<file path="src/dmix_pkg.sv">
package dmix_pkg;

    // Audio sample width
    localparam int SAMPLE_W = 24;

    // Ring buffer geometry, depth is a power of two
    localparam int RB_DEPTH = 16;
    localparam int RB_AW    = 4;

    // I2S timing in clk491520 cycles
    localparam int BCK_HALF     = 4;
    localparam int SLOT_BITS    = 32;
    localparam int FRAME_CYCLES = 2 * SLOT_BITS * 2 * BCK_HALF;

    // Derived frame counter values
    localparam int SLOT_CYCLES = FRAME_CYCLES / 2;
    localparam int FRAME_CW    = $clog2(FRAME_CYCLES);
    localparam int BCK_BIT     = $clog2(BCK_HALF);

    // Counter values one cycle ahead of the pop instants
    localparam logic [FRAME_CW-1:0] POP_R_CNT = FRAME_CW'(SLOT_CYCLES - 3);
    localparam logic [FRAME_CW-1:0] POP_L_CNT = FRAME_CW'(FRAME_CYCLES - 3);

    // Zero bits after the sample in each slot
    localparam int PAD_BITS = SLOT_BITS - SAMPLE_W;

endpackage

</file>
<file path="src/dac_drv.sv">
module dac_drv (
    input  logic                          clk491520,
    input  logic                          rst_ip,
    input  logic                          rd_valid_i,
    input  logic [dmix_pkg::SAMPLE_W-1:0] rd_data_i,
    output logic                          pop_o,
    output logic                          bck_o,
    output logic                          lrck_o,
    output logic                          data_o
);

    logic [dmix_pkg::FRAME_CW-1:0]  cnt;
    logic                           bck_fall;
    logic                           pop_q;
    logic [dmix_pkg::SLOT_BITS-1:0] shreg;
    logic                           data_q;

    // Free-running frame counter, wraps at FRAME_CYCLES
    always_ff @(posedge clk491520) begin
        if (rst_ip) begin
            cnt <= '0;
        end else begin
            cnt <= cnt + 1'b1;
        end
    end

    // bck low in the first half of each bit period
    assign bck_o  = cnt[dmix_pkg::BCK_BIT];
    // lrck low in the left slot
    assign lrck_o = cnt[dmix_pkg::FRAME_CW-1];

    // Last cycle before bck goes low
    assign bck_fall = &cnt[dmix_pkg::BCK_BIT:0];

    // Pop is high two cycles before each slot begins
    always_ff @(posedge clk491520) begin
        if (rst_ip) begin
            pop_q <= 1'b0;
        end else begin
            pop_q <= (cnt == dmix_pkg::POP_R_CNT) || (cnt == dmix_pkg::POP_L_CNT);
        end
    end

    assign pop_o = pop_q;

    // Shift on bck falling edges
    // The load edge is also a falling edge, so the previous slot's last bit
    // goes out for one bck and gives the I2S delay
    always_ff @(posedge clk491520) begin
        if (rst_ip) begin
            shreg  <= '0;
            data_q <= 1'b0;
        end else if (bck_fall) begin
            data_q <= shreg[dmix_pkg::SLOT_BITS-1];
            if (rd_valid_i) begin
                shreg <= {rd_data_i, {dmix_pkg::PAD_BITS{1'b0}}};
            end else begin
                shreg <= {shreg[dmix_pkg::SLOT_BITS-2:0], 1'b0};
            end
        end
    end

    assign data_o = data_q;

    // Answer from the ring buffer lands one cycle later
    rd_follows_pop: assert property (
        @(posedge clk491520) disable iff (rst_ip) pop_o |=> rd_valid_i
    ) else $error("rd_valid_i missing after pop_o");

    no_stray_rd: assert property (
        @(posedge clk491520) disable iff (rst_ip) rd_valid_i |-> $past(pop_o)
    ) else $error("rd_valid_i without pop_o");

    // Load must meet a falling edge or the slot alignment is lost
    load_on_fall: assert property (
        @(posedge clk491520) disable iff (rst_ip) rd_valid_i |-> bck_fall
    ) else $error("rd_valid_i off the bck falling edge");

endmodule

</file>
<file path="src/dmix_top.sv">
module dmix_top (
    input  logic                          clk491520,
    input  logic                          rst_ip,
    input  logic [dmix_pkg::SAMPLE_W-1:0] sample_i,
    input  logic                          left_i,
    input  logic                          req_i,
    output logic                          ack_o,
    output logic                          dac_bck_o,
    output logic                          dac_lrck_o,
    output logic                          dac_data_o,
    output logic                          overrun_o,
    output logic                          underrun_o
);

    logic                          frame_we;
    logic [dmix_pkg::SAMPLE_W-1:0] frame_left;
    logic [dmix_pkg::SAMPLE_W-1:0] frame_right;
    logic                          pop;
    logic                          rd_valid;
    logic [dmix_pkg::SAMPLE_W-1:0] rd_data;

    sample_ingest u_ingest (
        .clk491520     (clk491520),
        .rst_ip        (rst_ip),
        .sample_i      (sample_i),
        .left_i        (left_i),
        .req_i         (req_i),
        .ack_o         (ack_o),
        .frame_we_o    (frame_we),
        .frame_left_o  (frame_left),
        .frame_right_o (frame_right)
    );

    ringbuf u_rb (
        .clk491520     (clk491520),
        .rst_ip        (rst_ip),
        .frame_we_i    (frame_we),
        .frame_left_i  (frame_left),
        .frame_right_i (frame_right),
        .pop_i         (pop),
        .rd_valid_o    (rd_valid),
        .rd_data_o     (rd_data),
        .overrun_o     (overrun_o),
        .underrun_o    (underrun_o)
    );

    dac_drv u_dac (
        .clk491520  (clk491520),
        .rst_ip     (rst_ip),
        .rd_valid_i (rd_valid),
        .rd_data_i  (rd_data),
        .pop_o      (pop),
        .bck_o      (dac_bck_o),
        .lrck_o     (dac_lrck_o),
        .data_o     (dac_data_o)
    );

endmodule

</file>
<file path="src/ringbuf.sv">
module ringbuf (
    input  logic                          clk491520,
    input  logic                          rst_ip,
    input  logic                          frame_we_i,
    input  logic [dmix_pkg::SAMPLE_W-1:0] frame_left_i,
    input  logic [dmix_pkg::SAMPLE_W-1:0] frame_right_i,
    input  logic                          pop_i,
    output logic                          rd_valid_o,
    output logic [dmix_pkg::SAMPLE_W-1:0] rd_data_o,
    output logic                          overrun_o,
    output logic                          underrun_o
);

    logic [dmix_pkg::SAMPLE_W-1:0] mem_l [dmix_pkg::RB_DEPTH];
    logic [dmix_pkg::SAMPLE_W-1:0] mem_r [dmix_pkg::RB_DEPTH];
    logic [dmix_pkg::RB_AW-1:0]    wr_ptr;
    logic [dmix_pkg::RB_AW-1:0]    rd_ptr;
    logic [dmix_pkg::RB_AW:0]      count;
    logic                          full;
    logic                          empty;
    logic                          do_write;
    logic                          do_free;
    logic                          next_is_right;
    logic                          lat_v;
    logic [dmix_pkg::SAMPLE_W-1:0] lat_right;

    // Depth is a power of two, so the top count bit means full
    assign full     = count[dmix_pkg::RB_AW];
    assign empty    = (count == '0);
    assign do_write = frame_we_i & ~full;
    assign do_free  = pop_i & next_is_right & lat_v;

    always_ff @(posedge clk491520) begin
        if (do_write) begin
            mem_l[wr_ptr] <= frame_left_i;
            mem_r[wr_ptr] <= frame_right_i;
        end
    end

    always_ff @(posedge clk491520) begin
        if (rst_ip) begin
            wr_ptr        <= '0;
            rd_ptr        <= '0;
            count         <= '0;
            // Counter starts mid left slot, so the right pop comes first
            next_is_right <= 1'b1;
            lat_v         <= 1'b0;
            rd_valid_o    <= 1'b0;
            overrun_o     <= 1'b0;
            underrun_o    <= 1'b0;
        end else begin
            rd_valid_o <= pop_i;
            overrun_o  <= frame_we_i & full;
            underrun_o <= pop_i & ~next_is_right & empty;
            if (do_write) begin
                wr_ptr <= wr_ptr + 1'b1;
            end
            if (do_free) begin
                rd_ptr <= rd_ptr + 1'b1;
            end
            case ({do_write, do_free})
                2'b10:   count <= count + 1'b1;
                2'b01:   count <= count - 1'b1;
                default: count <= count;
            endcase
            if (pop_i) begin
                next_is_right <= ~next_is_right;
                if (!next_is_right) begin
                    lat_v <= ~empty;
                end
            end
        end
    end

    // Read data path, muted frames read as zero
    always_ff @(posedge clk491520) begin
        if (pop_i && !next_is_right) begin
            lat_right <= empty ? '0 : mem_r[rd_ptr];
            rd_data_o <= empty ? '0 : mem_l[rd_ptr];
        end else if (pop_i) begin
            rd_data_o <= lat_v ? lat_right : '0;
        end
    end

    count_bound: assert property (
        @(posedge clk491520) disable iff (rst_ip) count <= dmix_pkg::RB_DEPTH
    ) else $error("ring buffer count above depth");

    pop_spacing: assert property (
        @(posedge clk491520) disable iff (rst_ip) pop_i |=> !pop_i
    ) else $error("pops on consecutive cycles");

endmodule

</file>
<file path="src/sample_ingest.sv">
module sample_ingest (
    input  logic                          clk491520,
    input  logic                          rst_ip,
    input  logic [dmix_pkg::SAMPLE_W-1:0] sample_i,
    input  logic                          left_i,
    input  logic                          req_i,
    output logic                          ack_o,
    output logic                          frame_we_o,
    output logic [dmix_pkg::SAMPLE_W-1:0] frame_left_o,
    output logic [dmix_pkg::SAMPLE_W-1:0] frame_right_o
);

    logic                          ack_q;
    logic                          take;
    logic                          pair_done;
    logic                          held_v;
    logic [dmix_pkg::SAMPLE_W-1:0] held_left;
    logic                          we_q;
    logic [dmix_pkg::SAMPLE_W-1:0] left_q;
    logic [dmix_pkg::SAMPLE_W-1:0] right_q;

    // Sample accepted on the edge where ack goes high
    assign take      = req_i & ~ack_q;
    assign pair_done = take & ~left_i & held_v;

    always_ff @(posedge clk491520) begin
        if (rst_ip) begin
            ack_q  <= 1'b0;
            held_v <= 1'b0;
            we_q   <= 1'b0;
        end else begin
            ack_q <= req_i;
            we_q  <= pair_done;
            // Any right sample empties the holding slot, orphan or not
            if (take) begin
                held_v <= left_i;
            end
        end
    end

    always_ff @(posedge clk491520) begin
        // Newer left replaces the held one
        if (take && left_i) begin
            held_left <= sample_i;
        end
        if (pair_done) begin
            left_q  <= held_left;
            right_q <= sample_i;
        end
    end

    assign ack_o         = ack_q;
    assign frame_we_o    = we_q;
    assign frame_left_o  = left_q;
    assign frame_right_o = right_q;

    // Source side of the four-phase protocol
    req_waits_ack_low: assert property (
        @(posedge clk491520) disable iff (rst_ip)
        $rose(req_i) |-> !ack_o
    ) else $error("req_i rose while ack_o was high");

endmodule

</file>
<file path="config.mk">
export PLATFORM = sky130hd
export DESIGN_NAME = dmix_top
export DESIGN_NICKNAME = d
export VERILOG_FILES = /design/src/dmix_pkg.sv /design/src/dac_drv.sv /design/src/dmix_top.sv /design/src/ringbuf.sv /design/src/sample_ingest.sv
export SDC_FILE = /design/constraint.sdc
export NUM_CORES = 1
export LEC_CHECK = 0
export ABC_AREA = 0
export BUFFER_PORTS_ARGS = -buffer_cell sky130_fd_sc_hd__buf_2
export CORE_ASPECT_RATIO = 0.8
export CORE_MARGIN = 10
export CORE_UTILIZATION = 30
export DETAILED_ROUTE_END_ITERATION = 6
export GPL_TIMING_DRIVEN = 0
export PLACE_DENSITY_LB_ADDON = 0.3
export SLEW_MARGIN = 0
export SYNTH_ARGS = -nofsm -noshare
export SYNTH_HDL_FRONTEND = slang
export SYNTH_SLANG_ARGS = --single-unit
</file>
<file path="constraint.sdc">
create_clock -name clk491520 -period 8.4 [get_ports clk491520]
set_clock_uncertainty 0.1 [all_clocks]
set_input_delay 0.84 -clock clk491520 [delete_from_list [all_inputs] [get_ports clk491520]]
set_output_delay 0.84 -clock clk491520 [all_outputs]
set_load 0.02 [all_outputs]
</file>
==> results.json, run 1 <==
{
  "hold_violations": 0,
  "place.port_buffers": 33,
  "tritoncts": "done",
  "p_leak_nw": 12.70,
  "maxCapViolations": 0,
  "fin_nets": 1861,
  "crit_type": "reg2reg",
  "yosys.area_share.simple_pct": 2.060,
  "hold_ws_ps": 291.5,
  "p_per_area_nw_per_um2": 222.8,
  "rows": 113,
  "regArea_um2": 27870,
  "synth_top_family_by_area": "multiplexers",
  "status": "finished clean",
  "synthFlopType": "edfxtp_1",
  "hold_class": "in2reg",
  "multi_input_area_um2": 7551,
  "end_kind": "flip-flop",
  "start_util_pct": 30.21,
  "final_core_util_pct": 35.35,
  "nFillCells": 10830,
  "die_y_um": 329.1,
  "synth-xor-area-share_pct": 0.3421,
  "pin_count": 34,
  "numCtsBuffers": 95,
  "pre_cts_ws_ps": 5246,
  "die_area_um2": 133800,
  "drt-initial-drc-count": 1670,
  "grt_pass1_wl_um": 121900,
  "setup_viol": 0,
  "fin_cells": 3454,
  "slowest_stage": "inv_1",
  "cts_resized": 0,
  "post_cts_buffers": 0,
  "holdBufCountCts": 0,
  "seq_area_frac_synth_pct": 77.76,
  "mostFrequentLayoutCells": "888 x edfxtp_1, 153 x mux4_2, 97 x clkbuf_16",
  "clkLatencyLatePin_ps": 660,
  "reg2reg_depth": 6,
  "place.gp.congestion": 0.7184,
  "vias": 16820,
  "finalCriticalPeriod_ps": 3114,
  "synth_edf_count": 888,
  "mappedNetlistNets": 1678,
  "ir_drop_uv": 142.0,
  "first_global_vias": 17070,
  "cp.arrival_ps": 3430,
  "fp.dieW_um": 406.4,
  "wl_um": 84760,
  "wl_per_cell_um": 24.54,
  "syn_inst": 1640,
  "worstMarginPinSlew_ps": 1142,
  "grt_use_total_pct": 12.48,
  "placedCellCount": 3278,
  "route.detailed.drc": 0,
  "crit_required_ps": 8720,
  "grt_max_degree": 32,
  "finalMaxSlewViolations": 0,
  "power_w": 0.009340,
  "muxShareOfSynthArea_pct": 15.75,
  "final.setup.worst_slack_ps": 5286,
  "synth-compound-area-share_pct": 2.252,
  "grt_overflow": 0,
  "synthesis.area_um2": 35840,
  "path_buf_inv": 2,
  "fp.coreArea_um2": 118600,
  "ys_seq_elements": 948,
  "synth_fa_ha_area_share_pct": 0.3491,
  "postRouteAntennaNets": 0,
  "cpLargestDelayFamily": "buffers and inverters",
  "clockBufferDepth": 3,
  "fmax_ghz": 0.3211,
  "critPathMaxFanout": 27,
  "clkTransAtPathRegs_ps": 60,
  "slew_headroom_pct": 23.86,
  "layout_commonest_cell": "edfxtp_1",
  "yosysWarnings": 0,
  "avgSynthCellArea_um2": 21.85,
  "finalCritPeriodShare_pct": 37.07,
  "path_depth": 6,
  "cts.sinks": 948,
  "first_pass_iters": 5,
  "area_growth_pct": 17.00,
  "async_flop_share_pct": 0,
  "worstSetupStartpointType": "flip-flop",
  "hpwl_um": 55310,
  "vias_per_cell": 4.869,
  "synth_cell_types": 50,
  "critical-path-max-stage-delay_ps": 830,
  "root_buffer": "clkbuf_16",
  "rsz0062_at_grt": "no",
  "cp_cell_sequence": "nand2b_1 -> inv_1 -> o311a_1 -> buf_2 -> a22oi_1 -> o21ai_1",
  "holdPathStages": 1,
  "drive_gt1_share_pct": 25.51,
  "htreeDepth": 3,
  "antenna_found_initial": 9
}
-- path summary, 6_finish.rpt --
check | start | end | slack [ps]
worst max-delay path | u_dac.pop_o | u_rb.rd_data_o[2] | 5290
worst min-delay path | sample_i[21] | u_ingest.frame_right_o[21] | 290
worst max register to register | u_dac.pop_o | u_rb.rd_data_o[2] | 5290
worst min register to register | u_ingest.held_left[17] | u_ingest.frame_left_o[17] | 320
-- report_power, final --
group          total [W]  switching [W]  internal [W]  leakage, nW
sequential       0.00513      0.0000147       0.00512         8.46
clock            0.00412        0.00173       0.00239         1.49
combinational  0.0000837      0.0000601     0.0000236         2.75
total            0.00934        0.00181       0.00753         12.7
-- layer usage --
| metal | GRT usage [%] | vias up | wire, µm |
|---|---|---|---|
| met4 | 3.002 | 2 | 1634 |
| met2 | 20.03 | 483 | 40110 |
| met3 | 2.001 | 126 | 4671 |
| met1 | 17.73 | 8995 | 38320 |
| met5 | 0 | - | 13 |
| li1 | - | 7213 | - |
-- registers in the layout (all words and copies together), names as in the netlist, 4 cells and up, named ones only --
register / count
u_rb.wr_ptr: 4
u_ingest.frame_right_o: 24
u_rb.count: 5
u_rb.mem_r: 384
u_rb.rd_ptr: 4
u_rb.lat_right: 24
u_dac.shreg: 24
u_ingest.held_left: 24
u_rb.mem_l: 384
u_dac.cnt: 9
u_ingest.frame_left_o: 24
u_rb.rd_data_o: 24
-- layout make-up --
class / instances / share of cell area, %
antenna: 1 / 0.005968
buffer: 92 / 1.235
clock buffer: 126 / 6.215
clock inverter: 49 / 0.9907
inverter: 5 / 0.04476
multi-input combinational: 595 / 18.01
sequential: 948 / 66.46
tap: 1552 / 4.631
timing repair buffer: 86 / 2.411
-- Yosys cell counts (3+ instances only) --
cell type | n | share of area, %
buf_4 | 12 | 0.25
xor2_1 | 12 | 0.29
buf_8 | 3 | 0.13
nor2_1 | 68 | 0.71
mux2i_1 | 89 | 2.5
edfxtp_1 | 888 | 74
o21ai_1 | 24 | 0.34
nand2b_1 | 10 | 0.17
buf_2 | 36 | 0.50
nor3_1 | 7 | 0.098
clkbuf_1 | 24 | 0.25
nor2b_1 | 18 | 0.31
o22ai_1 | 20 | 0.35
buf_6 | 6 | 0.19
mux4_1 | 39 | 2.9
a21oi_1 | 8 | 0.11
a211oi_1 | 33 | 0.69
nor4_1 | 4 | 0.070
mux4_2 | 153 | 9.6
nand2_1 | 12 | 0.13
inv_1 | 5 | 0.052
mux2_2 | 25 | 0.79
ha_1 | 10 | 0.35
nand4_1 | 5 | 0.087
dfxtp_1 | 60 | 3.4
a22oi_1 | 19 | 0.40
buf_1 | 9 | 0.094
a22oi_2 | 5 | 0.17
nand3_1 | 8 | 0.11
-- cells by family after synthesis --
kind of cell             Yosys count
flip-flops                       948
multiplexers                     306
AND/OR/NAND/NOR                  147
AO/OA/AOI/OAI                    118
buffers and inverters             97
XOR/XNOR                          14
adder cells (fa/ha/maj)           10
-- through the flow --
stage / instance area (µm²) / setup TNS [ps]
after global routing: 41930 / 0
after floorplan: 35840 / 0
final: 41930 / 0
after global placement: 37950 / -217730
after CTS: 41930 / 0
after detailed placement: 38910 / 0
No activity file was read; power rests on OpenSTA's default activity.
==> run 2: changes to the inputs <==
Clock period 8.4 ns to 2.62 ns, I/O delays scaled along.
==> results.json, run 2 (synthesis results as in run 1) <==
{
  "wl_per_cell_um": 24.45,
  "p_sw_w": 0.005869,
  "start_util_pct": 30.21,
  "clkTransAtPathRegs_ps": 60,
  "layout_commonest_cell": "edfxtp_1",
  "worstMarginPinSlew_ps": 1287,
  "reg_top3": "u_rb.mem_l: 384 flops, u_rb.mem_r: 384 flops",
  "clkLatencyLatePin_ps": 650,
  "route.detailed.drc": 0,
  "fp.coreArea_um2": 118600,
  "fin_cells": 3498,
  "first_pass_iters": 5,
  "p_leak_nw": 13.01,
  "grt_max_degree": 39,
  "switching_share_pct": 19.31,
  "drt-initial-drc-count": 1726,
  "numCtsBuffers": 95,
  "tritoncts": "done",
  "wl_um": 85510,
  "root_buffer": "clkbuf_16",
  "setup_viol": 0,
  "rows": 113,
  "postRouteAntennaNets": 0,
  "place.gp.congestion": 0.7384,
  "rrSetupSlack_ps": 50,
  "p_per_area_nw_per_um2": 709.7,
  "fmax_ghz": 0.3892,
  "rsz0062_at_grt": "yes",
  "die_area_um2": 133800,
  "antenna_found_initial": 5,
  "critPathMaxFanout": 11,
  "placed_cell_area_um2": 39140,
  "grt_use_total_pct": 12.57,
  "finalMaxSlewViolations": 0,
  "hold_class": "in2reg",
  "crit_required_ps": 3060,
  "cts.sinks": 948,
  "pre_cts_ws_ps": -507.2,
  "status": "finished clean",
  "clockBufferDepth": 3,
  "ir_drop_uv": 448.7,
  "mostFrequentLayoutCells": "888 x edfxtp_1, 153 x mux4_2, 97 x clkbuf_16",
  "hpwl_um": 55150,
  "worstSetupStartpointType": "flip-flop",
  "hold_violations": 0,
  "p_clk_share_pct": 44.8,
  "slew_headroom_pct": 14.20,
  "final.setup.worst_slack_ps": 50.89,
  "fin_nets": 1904,
  "vias": 16970,
  "first_global_vias": 17290,
  "finalCritPeriodShare_pct": 98.06,
  "setup-tns-final_ps": 0,
  "die_y_um": 329.1,
  "sequentialPowerShare_pct": 54.1,
  "p_int_w": 0.02453,
  "grt_overflow": 0,
  "htreeDepth": 3,
  "comb_power_share_pct": 1.0,
  "grt_pass1_wl_um": 122700,
  "cp.arrival_ps": 3010,
  "fp.dieW_um": 406.4,
  "area_growth_pct": 19.53,
  "drive_gt1_share_pct": 26.84,
  "vias_per_cell": 4.851,
  "end_kind": "flip-flop",
  "maxCapViolations": 0,
  "place.port_buffers": 33,
  "crit_type": "reg2reg",
  "finalCriticalPeriod_ps": 2569,
  "stdcell_area_um2": 42840,
  "pin_count": 34,
  "placedCellCount": 3271,
  "power_w": 0.03040
}
==> run 2: changes by cell type in the layout (fill, tap and decap cells not counted), moves of 5 or more <==
cell,previous run,this run
bufinv_16,7,12
buf_4,13,33
clkinvlp_4,0,7
dlygate4sd3_1,0,27
clkbuf_8,7,1
clkinv_1,19,13
buf_6,32,9
buf_2,69,63
buf_8,4,9
buf_16,4,22
==> run 2: through the flow <==
step                      hold WS, ps  util, %
final                           238.0    36.11
after global routing            227.7    36.11
after CTS                       218.0    35.98
after detailed placement        306.1    33.00
after global placement          304.4    32.01
after floorplan                 260.9        -
==> run 2: path summary, 6_finish.rpt <==
path | from | end | depth (start not counted)
setup / recovery | u_rb.count[4] | u_rb.count[4] | 10
hold / removal | sample_i[21] | u_ingest.frame_right_o[21] | 2
setup reg to reg | u_rb.count[4] | u_rb.count[4] | 10
hold reg to reg | u_ingest.held_left[1] | u_ingest.frame_left_o[1] | 0
==> run 2: power groups by stage <==
stage	Sequential [W]	Combinational, W	Clock [W]
after floorplan	0.0168	0.000120	0
after global placement	0.0168	0.000261	0
after detailed placement	0.0168	0.000269	0
after CTS	0.0165	0.000307	0.0139
after global routing	0.0165	0.000328	0.0146
final	0.0165	0.000308	0.0136
==> run 2: layout make-up <==
| type | instances | area [µm²] |
|---|---|---|
| Multi-Input combinational cell | 595 | 7611 |
| Timing Repair Buffer | 129 | 1702 |
| Fill cell | 10710 | 75790 |
| Inverter | 5 | 26.28 |
| Tap cell | 1552 | 1942 |
| Timing Repair inverter | 1 | 5.005 |
| Antenna cell | 1 | 2.502 |
| Sequential cell | 948 | 27870 |
| Buffer | 91 | 558.0 |
| Clock buffer | 122 | 2531 |
| Clock inverter | 54 | 589.3 |
==> run 2: what timing repair did <==
action,4_1_cts,5_1_grt
pin swaps,9,4
buffers inserted,11,12
endpoints found under the hold margin,52,0
resized for setup,17,17
hold buffers,27,0
cloned,1,0
setup endpoints to repair,219,66
==> run 2: per-layer routing <==
layer	vias to the layer above	part of all wire, %	track usage (%)
li1	7306	-	-
met1	9055	45	17.59
met2	490	48	20.44
met3	117	5.0	2.020
met4	0	1.9	3.073
met5	-	0	0
==> run 2: worst max-delay path: stages (launching register included) <==
cell and delay [ps]:
dfxtp_2 370, nor2b_1 160, buf_6 180, clkinvlp_4 180
ha_4 240, xor2_1 160, ha_2 260, and4b_1 220
a31oi_1 60, o211ai_1 190, mux2_2 350
